File: config.mk
export PLATFORM = sky130hd
export DESIGN_NAME = addr_xbar
export DESIGN_NICKNAME = d
export VERILOG_FILES = /design/src/rtl/axi_bus_pkg.sv /design/src/rtl/addr_xbar.sv
export SDC_FILE = /design/constraint.sdc
export NUM_CORES = 1
export LEC_CHECK = 0
export ABC_AREA = 1
export BUFFER_PORTS_ARGS = -buffer_cell sky130_fd_sc_hd__buf_2
export CORE_AREA = 10 10 208 210
export DETAILED_ROUTE_END_ITERATION = 6
export DIE_AREA = 0 0 218 220
export HOLD_SLACK_MARGIN = 0.02
export PLACE_DENSITY = 0.41
export SLEW_MARGIN = 30
export SYNTH_ARGS = -nofsm -noshare
export SYNTH_HDL_FRONTEND = slang
export SYNTH_SLANG_ARGS = --single-unit
File: constraint.sdc
create_clock -name clk -period 4.1 [get_ports clk]
set_input_delay 1.23 -clock clk [delete_from_list [all_inputs] [get_ports clk]]
set_output_delay 1.23 -clock clk [all_outputs]
set_load 0.01 [all_outputs]
File: src/rtl/axi_bus_pkg.sv
package axi_bus_pkg;

    // byte address and data word
    typedef logic [31:0] addr_t;
    typedef logic [31:0] data_t;

    // master to slave, read side
    typedef struct packed {
        addr_t araddr;
        logic  arvalid;
        logic  rready;
    } rd_req_t;

    // master to slave, write side
    typedef struct packed {
        addr_t awaddr;
        logic  awvalid;
        data_t wdata;
        logic  wvalid;
        logic  bready;
    } wr_req_t;

    // slave to master, read side
    typedef struct packed {
        logic  arready;
        logic  rvalid;
        data_t rdata;
    } rd_rsp_t;

    // slave to master, write side
    typedef struct packed {
        logic awready;
        logic wready;
        logic bvalid;
    } wr_rsp_t;

    typedef enum logic [1:0] {arb_idle, arb_ifu_read, arb_lsu_read} arb_state_t;

    // order matches the crossbar's slave port index
    typedef enum logic [1:0] {sel_sram, sel_uart, sel_clint, sel_none} slave_sel_t;

    localparam addr_t SRAM_BASE  = 32'h8000_0000;
    localparam addr_t UART_BASE  = 32'ha000_03f8;
    localparam addr_t CLINT_BASE = 32'ha000_0048;

endpackage

File: src/rtl/addr_xbar.sv
`timescale 1ns/1ps

module addr_xbar
    import axi_bus_pkg::*;
#(
    parameter int unsigned SRAM_WORDS = 256
) (
    input  logic    clk,
    input  logic    rst,

    input  rd_req_t bus_rd,
    output rd_rsp_t bus_rd_rsp,
    input  wr_req_t bus_wr,
    output wr_rsp_t bus_wr_rsp,

    output rd_req_t sram_rd,
    input  rd_rsp_t sram_rd_rsp,
    output wr_req_t sram_wr,
    input  wr_rsp_t sram_wr_rsp,

    output rd_req_t uart_rd,
    input  rd_rsp_t uart_rd_rsp,
    output wr_req_t uart_wr,
    input  wr_rsp_t uart_wr_rsp,

    output rd_req_t clint_rd,
    input  rd_rsp_t clint_rd_rsp,
    output wr_req_t clint_wr,
    input  wr_rsp_t clint_wr_rsp
);

    localparam int unsigned N_SLAVES  = 3;
    localparam addr_t       SRAM_SPAN = addr_t'(SRAM_WORDS * 4);

    rd_req_t    s_rd     [N_SLAVES];
    rd_rsp_t    s_rd_rsp [N_SLAVES];
    wr_req_t    s_wr     [N_SLAVES];
    wr_rsp_t    s_wr_rsp [N_SLAVES];

    slave_sel_t rd_dec;
    slave_sel_t rd_sel;
    slave_sel_t wr_dec;
    slave_sel_t wr_sel;
    logic       rd_busy;
    logic       wr_busy;
    logic       none_rvalid;
    logic       none_bvalid;
    logic       ar_fire;
    logic       r_fire;
    logic       aw_fire;
    logic       b_fire;

    function automatic slave_sel_t decode(addr_t addr);
        slave_sel_t sel;
        sel = sel_none;
        // unsigned wrap keeps addresses below the base out of the window
        if (addr_t'(addr - SRAM_BASE) < SRAM_SPAN) begin
            sel = sel_sram;
        end else if (addr == UART_BASE) begin
            sel = sel_uart;
        end else if (addr == CLINT_BASE || addr == addr_t'(CLINT_BASE + 32'd4)) begin
            sel = sel_clint;
        end
        return sel;
    endfunction

    assign rd_dec = decode(bus_rd.araddr);
    assign wr_dec = decode(bus_wr.awaddr);

    // payload fans out, valid and ready only reach the chosen slave
    always_comb begin
        for (int i = 0; i < N_SLAVES; i++) begin
            s_rd[i].araddr  = bus_rd.araddr;
            s_rd[i].arvalid = bus_rd.arvalid && !rd_busy && (rd_dec == slave_sel_t'(i));
            s_rd[i].rready  = bus_rd.rready && rd_busy && (rd_sel == slave_sel_t'(i));
            s_wr[i].awaddr  = bus_wr.awaddr;
            s_wr[i].wdata   = bus_wr.wdata;
            s_wr[i].awvalid = bus_wr.awvalid && !wr_busy && (wr_dec == slave_sel_t'(i));
            s_wr[i].wvalid  = bus_wr.wvalid && !wr_busy && (wr_dec == slave_sel_t'(i));
            s_wr[i].bready  = bus_wr.bready && wr_busy && (wr_sel == slave_sel_t'(i));
        end
    end

    always_comb begin
        bus_rd_rsp = '0;
        if (!rd_busy) begin
            if (rd_dec == sel_none) begin
                bus_rd_rsp.arready = bus_rd.arvalid;
            end else begin
                bus_rd_rsp.arready = s_rd_rsp[rd_dec].arready;
            end
        end else if (rd_sel == sel_none) begin
            // unmapped read returns zero
            bus_rd_rsp.rvalid = none_rvalid;
        end else begin
            bus_rd_rsp.rvalid = s_rd_rsp[rd_sel].rvalid;
            bus_rd_rsp.rdata  = s_rd_rsp[rd_sel].rdata;
        end
    end

    always_comb begin
        bus_wr_rsp = '0;
        if (!wr_busy) begin
            if (wr_dec == sel_none) begin
                bus_wr_rsp.awready = bus_wr.awvalid && bus_wr.wvalid;
                bus_wr_rsp.wready  = bus_wr.awvalid && bus_wr.wvalid;
            end else begin
                bus_wr_rsp.awready = s_wr_rsp[wr_dec].awready;
                bus_wr_rsp.wready  = s_wr_rsp[wr_dec].wready;
            end
        end else if (wr_sel == sel_none) begin
            bus_wr_rsp.bvalid = none_bvalid;
        end else begin
            bus_wr_rsp.bvalid = s_wr_rsp[wr_sel].bvalid;
        end
    end

    assign ar_fire = bus_rd.arvalid && bus_rd_rsp.arready;
    assign r_fire  = bus_rd_rsp.rvalid && bus_rd.rready;
    // slaves take aw and w together, so aw marks the whole write
    assign aw_fire = bus_wr.awvalid && bus_wr_rsp.awready;
    assign b_fire  = bus_wr_rsp.bvalid && bus_wr.bready;

    always_ff @(posedge clk) begin
        if (rst) begin
            rd_busy     <= 1'b0;
            rd_sel      <= sel_none;
            none_rvalid <= 1'b0;
            wr_busy     <= 1'b0;
            wr_sel      <= sel_none;
            none_bvalid <= 1'b0;
        end else begin
            if (ar_fire) begin
                rd_busy     <= 1'b1;
                rd_sel      <= rd_dec;
                none_rvalid <= (rd_dec == sel_none);
            end else if (r_fire) begin
                rd_busy     <= 1'b0;
                none_rvalid <= 1'b0;
            end
            if (aw_fire) begin
                wr_busy     <= 1'b1;
                wr_sel      <= wr_dec;
                none_bvalid <= (wr_dec == sel_none);
            end else if (b_fire) begin
                wr_busy     <= 1'b0;
                none_bvalid <= 1'b0;
            end
        end
    end

    assign sram_rd  = s_rd[sel_sram];
    assign uart_rd  = s_rd[sel_uart];
    assign clint_rd = s_rd[sel_clint];
    assign sram_wr  = s_wr[sel_sram];
    assign uart_wr  = s_wr[sel_uart];
    assign clint_wr = s_wr[sel_clint];

    assign s_rd_rsp[sel_sram]  = sram_rd_rsp;
    assign s_rd_rsp[sel_uart]  = uart_rd_rsp;
    assign s_rd_rsp[sel_clint] = clint_rd_rsp;
    assign s_wr_rsp[sel_sram]  = sram_wr_rsp;
    assign s_wr_rsp[sel_uart]  = uart_wr_rsp;
    assign s_wr_rsp[sel_clint] = clint_wr_rsp;

endmodule

==> impl_metrics.tcl, run 1 <==
set metrics [dict create \
    crit_path_max_incr_delay_ns 0.25 \
    ir_worst_vdd_v 0.00007758 \
    grt_max_degree 38 \
    async_flop_share_pct 0 \
    setup_slack_ns 0.1904 \
    clk_latency_ns 0.24 \
    p_per_area_nw_per_um2 140.9 \
    drtIter0Drc 140 \
    h-tree-depth 1 \
    status "complete, no violations" \
    critical-path-top-delay-family "simple AND/OR/NAND/NOR gates" \
    cellLeakagePower_uw 0.003017 \
    dp_hpwl_mm 19.20 \
    worstSetupPathType "input pin to primary output" \
    overflow 0 \
    worstPathCellList "buf_2, nor2_1, nand2_1, nor2_1, nand3_4, nand2_1, o22ai_1, o21ai_0, nand2_1, inv_1, buf_2" \
    fmax_mhz 255.8 \
    yosys.area_share.adder_pct 0 \
    drtAntennaViolNets 0 \
    synthMuxAreaShare_pct 0.2340 \
    yosysMostFrequentCell "buf_4" \
    synth_top_area_share_pct 50.54 \
    start_util_pct 10.89 \
    cts_root_buf "clkbuf_16" \
    fillers 4689 \
    synth_seq_cells 8 \
    dieArea_sq_um 47960 \
    final.setup_skew_ns 0.0002598 \
    cts_inserted_buffers 3 \
    cts.sinks 8 \
    chipHeight_microns 220 \
    grtUsageMet1_pct 8.030 \
    worst_slew_pin_slew_ns 0.4550 \
    dpl_worst_slack_ns -0.07452 \
    cap_violations 0 \
    rows 73 \
    fin_util_pct 12.71 \
    setup_viol 0 \
    area_delta_synth_final_pct 16.70 \
    clk_pin_slew_ns 0.04 \
    drc 0 \
    multi_input_area_sq_um 1649 \
    synth-compound-area-share_pct 1.375 \
    hold_viol_final 0 \
    ys_top_cells_by_area "buf_4 (51%), nand2_1 (12%), nand3_1 (10%)" \
    synthSimpleGateAreaFrac_pct 36.18 \
    io_buffers 425 \
    synth_edf_count 0 \
    synth_top_cell_by_area "buf_4" \
    antenna_found_initial 2 \
    avgSynthCellArea_sq_um 5.884 \
    via_count 4575 \
    drive_gt1_share_pct 55.61 \
    yosysWarnings 0 \
    via_per_inst 3.308 \
    grt_pass1_vias 4914 \
    placed_cell_area_sq_um 4880 \
    cp_max_fo 7 \
    synth_xor_area_share_pct 0 \
    dieWidth_microns 218 \
    synth.net_count 941 \
    critical_path_required_ns 2.87 \
    grt_first_pass_wirelength_mm 29.07 \
    crit_path_end_kind "primary output" \
    seq_area_sq_um 161.4 \
    synthCells 727 \
    first_pass_iters 5 \
    hold_path.class "register to register" \
    slowest_stage "nor2_1" \
    holdBufCountCts 0 \
    slew_headroom_pct 69.67 \
    yosys_most_used_dff "dfxtp_1" \
    min_period_ns 3.910 \
    synth_common_cells "buf_4 (288), nand2_1 (141), nand3_1 (87), inv_1 (69), nor2_1 (51)" \
    finalCritPeriodShare_pct 95.36 \
    grtUsageMet3_pct 3.510 \
    ys_types 34 \
    rsz0062_at_grt "false" \
    cp.arrival_ns 2.68 \
    place_congestion 0.8065 \
    layout.nets 1072 \
    ys_seq_area_share_pct 3.744 \
    grt.total_usage_pct 7.837 \
    synth_top_family_by_area "buffers and inverters" \
    grt-busiest-layer "met2" \
    totalWireLength_mm 20.88 \
    final_area_sq_um 4992 \
    use_met2_pct 14.09 \
    wire_per_inst_microns 15.09 \
    cts_tree "yes" \
    r2r_slack_ns 2.18 \
    cp_num_buf_inv 3 \
    path_common_cell "nand2_1" \
    syn_area_sq_um 4278 \
    num_io_pins 554 \
    finalMaxSlewViolations 0 \
    start_kind "input pin" \
    coreArea_sq_um 39280 \
    clockBufferDepth 2 \
]
-- registers in the layout, indices dropped and copies added (netlist names) --
name	cells
none_rvalid	1
wr_busy	1
none_bvalid	1
rd_sel	2
rd_busy	1
wr_sel	2
-- layer usage --
layer	routed length [microns]	part of all wire, %	up-vias
met4	431	2.1	4
li1	-	-	2223
met5	26	0.12	-
met2	10500	50	278
met1	7596	36	2027
met3	2317	11	43
-- worst min-delay path: cells and delay by family (launching register included) --
family / cells / cell delay (ns)
flops: 1 / 0.33
compound gates: 1 / 0.06
simple gates: 1 / 0.08
-- path summary, 6_finish.rpt --
| check | startpoint | depth (start not counted) | to |
|---|---|---|---|
| setup reg to reg | rd_sel[1] | 12 | none_rvalid |
| hold / removal | wr_busy | 2 | wr_busy |
| hold reg to reg | wr_busy | 2 | wr_busy |
| setup / recovery | bus_wr[57] | 11 | bus_wr_rsp[1] |
-- stage by stage --
step | power [uW] | TNS, ns | cells | hold WS (ns)
floorplan | 490.3 | 0 | 727 | 0.4638
CTS | 724.0 | 0 | 1381 | 0.5202
detailed placement | 543.3 | -0.07452 | 1378 | 0.5150
finish | 703.3 | 0 | 1383 | 0.5082
global route | 766.2 | 0 | 1381 | 0.5699
global placement | 543.5 | -0.1078 | 1378 | 0.5084
-- logic make-up after synthesis --
kind of cell / after synthesis
AO/OA/AOI/OAI: 10
buffers and inverters: 377
flip-flops: 8
multiplexers: 1
AND/OR/NAND/NOR: 331
-- cells in the final DEF (no fill, tap or decap), drive strengths merged --
cell,n
o21ai,2
or2,1
clkbuf,3
nand3b,2
nor3,7
nand2,152
and3,2
o22ai,1
or3b,1
nand3,90
nor3b,2
o211ai,2
mux2i,1
a21boi,1
dfxtp,8
a21oi,4
inv,72
and2,1
nand4,11
diode,2
nor2,61
nor4,1
buf,431
-- cell type report --
type	count	share of cell area, %
multi-input combinational	342	33.03
tap	525	13.16
antenna	2	0.1003
timing repair buffer	431	43.56
inverter	72	5.414
clock buffer	3	1.504
sequential	8	3.233
-- where the power goes --
part / internal [uW] / switching (uW) / leakage (uW)
registers: 83.6 / 5.59 / 0.0000656
logic: 180 / 266 / 0.00291
clock network: 126 / 42.3 / 0.0000370
total: 390 / 314 / 0.00302
-- timing repair --
| action | in CTS | in global routing |
|---|---|---|
| endpoints found under the setup margin | 1 | 2 |
| gates resized for setup | 1 | 7 |
| pin swaps | 0 | 0 |
| setup buffers | 0 | 0 |
Power figures use the tool's default switching activity.
==> inputs of run 2 (changes only) <==
==> constraint.sdc (replaced) <==
create_clock -name clk -period 4.1 [get_ports clk]
set_input_delay 0.205 -clock clk [delete_from_list [all_inputs] [get_ports clk]]
set_output_delay 0.205 -clock clk [all_outputs]
set_load 0.01 [all_outputs]
==> run 2 against run 1 <==
Hold slack got worse by 0.29 ns. Register-to-register slack got worse by 0.35 ns. Clock power barely moved. Clock skew barely moved. Non-clock buffer count fell by 3. Maximum frequency rose by 52%. Die area did not move. First-iteration DRC count fell by 16%. Sequential share of layout area barely moved. Total power fell by 1.7%. Via count fell by 1.0%. Critical path type is now register to primary output. Largest cell class unchanged. Highest routed layer unchanged.
==> impl_metrics.tcl, run 2 (same netlist as run 1, synthesis figures left out) <==
set metrics [dict create \
    rows 73 \
    grt.total_usage_pct 7.857 \
    crit_path_end_kind "primary output" \
    clockBufferDepth 2 \
    drtAntennaViolNets 0 \
    ir_worst_vdd_v 0.00007044 \
    cap_violations 0 \
    totalWireLength_mm 20.96 \
    top_regs "rd_sel x2, wr_sel x2" \
    cts_inserted_buffers 3 \
    fmax_mhz 388.6 \
    grt_pass1_vias 4802 \
    drc 0 \
    wire_per_inst_microns 15.20 \
    cellLeakagePower_uw 0.002993 \
    finalCritPeriodShare_pct 62.77 \
    setup_viol 0 \
    p_sw_share_pct 44.14 \
    fillers 4741 \
    hold_path.class "input pin to register" \
    rsz0062_at_grt "false" \
    start_util_pct 10.89 \
    final.setup_skew_ns 0.0004179 \
    slew_headroom_pct 54.32 \
    tns_ns 0 \
    io_buffers 425 \
    overflow 0 \
    layout.nets 1069 \
    worstSetupPathType "register to primary output" \
    h-tree-depth 1 \
    hold_viol_final 0 \
    critical_path_required_ns 3.89 \
    drtIter0Drc 118 \
    start_kind "register" \
    num_io_pins 554 \
    via_count 4528 \
    place_inst 1375 \
    via_per_inst 3.284 \
    finalMaxSlewViolations 0 \
    p_sw_uw 305.1 \
    fin_util_pct 12.56 \
    power.internal_uw 386.0 \
    postCtsSetupRepairBufs 0 \
    dp_hpwl_mm 19.16 \
    pwr-share-seq_pct 12.7 \
    antenna_found_initial 4 \
    chipHeight_microns 220 \
    drive_gt1_share_pct 54.98 \
    clk_latency_ns 0.23 \
    coreArea_sq_um 39280 \
    comb_power_share_pct 63.3 \
    final_common_cell "buf_2" \
    worst_slew_pin_slew_ns 0.6844 \
    holdBufCountCts 0 \
    cp_max_fo 35 \
    min_period_ns 2.573 \
    power_uw 691.1 \
    first_pass_iters 5 \
    cts.sinks 8 \
    clk_pin_slew_ns 0.04 \
    cts_tree "yes" \
    dieWidth_microns 218 \
    status "complete, no violations" \
    cp.arrival_ns 2.37 \
    dieArea_sq_um 47960 \
    cts_resized 0 \
    area_delta_synth_final_pct 15.36 \
    grt_max_degree 39 \
    cts_root_buf "clkbuf_16" \
    grt_first_pass_wirelength_mm 29.15 \
    p_per_area_nw_per_um2 140.0 \
    clock_power_share_pct 23.9 \
    place_congestion 0.8643 \
    stdcell_count 1379 \
    most-common-layout-cells "buf_2 (425), nand2_1 (141), nand3_1 (87)" \
]
## run 2: critical path, cell delays in order, from the launching register on
cell and delay (ns):
dfxtp_1 0.39, inv_2 0.28, nor2_2 0.63, buf_4 0.35, nand2_1 0.12, nand3_1 0.10, nand2_1 0.05, inv_1 0.06
buf_2 0.12
## run 2: cell type report
type / instances / area, sq um / share of cell area [%]
Antenna cell: 1 / 2.502 / 0.05071
Clock buffer: 3 / 75.07 / 1.521
Inverter: 72 / 270.3 / 5.477
Multi-Input combinational cell: 342 / 1619 / 32.81
Sequential cell: 8 / 161.4 / 3.271
Tap cell: 525 / 656.9 / 13.31
Timing Repair Buffer: 428 / 2150 / 43.56
## run 2: power groups by stage
stage	registers [uW]	logic, uW	clock network (uW)
floorplan	87.9	402	0
global placement	89.0	449	0
detailed placement	89.2	449	0
CTS	88.0	451	170
global route	88.8	488	174
finish	88.0	438	165
## run 2: final timing paths
path / cells past startpoint / start / end / slack [ns]
max reg2reg: 11 / rd_sel[1] / none_rvalid / 1.83
min reg2reg: 2 / wr_busy / wr_busy / 0.52
min: 2 / rst / none_rvalid / 0.22
max: 8 / rd_sel[1] / bus_rd_rsp[1] / 1.53
## run 2: layer usage
metal | GRT usage [%] | wire, microns | vias to the layer above
met5 | 0 | 17 | -
met2 | 14.20 | 10660 | 285
met3 | 3.661 | 2432 | 38
met1 | 8.112 | 7516 | 1990
met4 | 1.736 | 331 | 2
li1 | - | - | 2213
## run 2: stage by stage
stage               setup slack, ns  area [sq um]  hold slack, ns
finish                        1.527          4935          0.2152
global route                  1.284          4932          0.2423
CTS                           1.489          4932          0.2408
detailed placement            1.746          4857          0.4101
global placement              1.766          4857          0.4101
floorplan                     2.634          4278          0.2741
==> inputs of run 3 (changes only) <==
--- a/config.mk
+++ b/config.mk
@@ -7,11 +7,11 @@
 export LEC_CHECK = 0
 export ABC_AREA = 1
 export BUFFER_PORTS_ARGS = -buffer_cell sky130_fd_sc_hd__buf_2
-export CORE_AREA = 10 10 208 210
+export CORE_AREA = 10 10 205 207
 export DETAILED_ROUTE_END_ITERATION = 6
-export DIE_AREA = 0 0 218 220
+export DIE_AREA = 0 0 215 217
 export HOLD_SLACK_MARGIN = 0.02
-export PLACE_DENSITY = 0.41
+export PLACE_DENSITY = 0.42
 export SLEW_MARGIN = 30
 export SYNTH_ARGS = -nofsm -noshare
 export SYNTH_HDL_FRONTEND = slang
==> constraint.sdc (replaced) <==
create_clock -name clk -period 2.43 [get_ports clk]
set_input_delay 0.1215 -clock clk [delete_from_list [all_inputs] [get_ports clk]]
set_output_delay 0.1215 -clock clk [all_outputs]
set_load 0.01 [all_outputs]
==> run 3 against run 2 <==
Register-to-register slack lost 1.1 ns. Count of clock-buffer cells in the layout is the same. Global-route usage grew 0.15 points. Sequential power grew 68%. Total power grew 71%. Setup slack lost 1.2 ns. Combinational power grew 70%. Sequential share of layout area is essentially flat. Critical endpoint is now bus_rd_rsp[28]. Largest power group unchanged.
==> impl_metrics.tcl, run 3 (same netlist as run 1, synthesis figures left out) <==
set metrics [dict create \
    postCtsSetupRepairBufs 0 \
    via_per_inst 3.288 \
    cts_root_buf "clkbuf_16" \
    diodes 0 \
    most-common-layout-cells "buf_2 (425), nand2_1 (141), nand3_1 (87)" \
    critical_path_required_ns 2.31 \
    final_common_cell "buf_2" \
    dieArea_sq_um 46660 \
    cts.sinks 8 \
    wire_per_inst_microns 14.68 \
    overflow 0 \
    drc 0 \
    dp_hpwl_mm 18.52 \
    finalMaxSlewViolations 0 \
    cap_violations 0 \
    status "complete, no violations" \
    place_congestion 0.7990 \
    start_util_pct 11.23 \
    cp.arrival_ns 1.98 \
    clockBufferDepth 2 \
    area_delta_synth_final_pct 15.79 \
    hold_viol_final 0 \
    grt_first_pass_wirelength_mm 29.73 \
    via_count 4521 \
    p_per_area_nw_per_um2 238.7 \
    tns_ns 0 \
    place_inst 1372 \
    drive_gt1_share_pct 55.08 \
    cts_inserted_buffers 3 \
    hold_path.class "input pin to register" \
    io_buffers 425 \
    layout.nets 1073 \
    seq_area_sq_um 161.4 \
    drtIter0Drc 159 \
    num_io_pins 554 \
    chipHeight_microns 217 \
    coreArea_sq_um 38110 \
    rows 72 \
    stdcell_count 1375 \
    first_pass_iters 4 \
    finalCritPeriodShare_pct 86.56 \
    h-tree-depth 1 \
    cts_resized 0 \
    totalWireLength_mm 20.18 \
    cts_tree "yes" \
    fmax_mhz 475.4 \
    worst_slew_pin_slew_ns 0.4992 \
    rsz0062_at_grt "false" \
    grt_pass1_vias 4930 \
    ir_worst_vdd_v 0.0001448 \
    dieWidth_microns 215 \
    final.setup_skew_ns 0.0002442 \
    crit_path_end_kind "primary output" \
    min_period_ns 2.103 \
    holdBufCountCts 0 \
    clk_pin_slew_ns 0.04 \
    fillers 4549 \
    grt.total_usage_pct 8.005 \
    drtAntennaViolNets 0 \
    antenna_found_initial 2 \
    start_kind "register" \
    multi_input_area_sq_um 1619 \
    worstSetupPathType "register to primary output" \
    grt_max_degree 39 \
    cellLeakagePower_uw 0.003016 \
    clk_latency_ns 0.24 \
    top_regs "rd_sel x2, wr_sel x2" \
    cp_max_fo 20 \
    setup_viol 0 \
    slew_headroom_pct 66.68 \
    fin_util_pct 13.00 \
]
[run 3: metal layers]
metal / up-vias / part of all wire (%) / GRT usage [%]
met1: 1984 / 39 / 8.616
met3: 49 / 9.7 / 3.343
met2: 264 / 49 / 14.23
met5: - / 0.12 / 0
met4: 4 / 2.0 / 2.065
li1: 2220 / - / -
[run 3: layout make-up]
class	instances	area share, %
clock buffers	3	1.516
inverters	72	5.456
multi-input cells	342	32.68
flip-flops and latches	8	3.258
well taps	518	13.08
repair buffers	432	44.00
[run 3: critical path, stage by stage, from the launching register on]
cell,delay [ns]
dfxtp_1,0.30
or2_2,0.30
inv_1,0.38
buf_4,0.34
nand2_1,0.08
nand3_1,0.07
nand2_1,0.06
inv_1,0.07
buf_2,0.13
[run 3: final timing paths]
check / slack [ns] / endpoint / from / cells past startpoint
hold reg to reg: 0.51 / wr_busy / wr_busy / 2
hold / removal: 0.18 / wr_busy / rst / 2
setup reg to reg: 0.69 / none_rvalid / rd_sel[1] / 11
setup / recovery: 0.33 / bus_rd_rsp[28] / rd_sel[1] / 8
[run 3: per-stage QoR]
stage	area, sq um	hold WS [ns]	power, uW	setup WS, ns
2_1_floorplan	4278	0.1906	827.2	1.050
3_3_place_gp	4878	0.2431	912.3	0.5897
3_5_place_dp	4878	0.2431	911.7	0.5821
4_1_cts	4954	0.2044	1212	0.3262
5_1_grt	4954	0.1885	1282	0.1393
6_report	4954	0.1819	1182	0.3265
[run 3: power by group]
part,total (uW),switching (uW),leakage [uW],internal [uW]
Clock,288,74.8,0.0000370,213
Combinational,746,444,0.00291,302
Sequential,148,6.91,0.0000656,141
Total,1180,526,0.00302,656
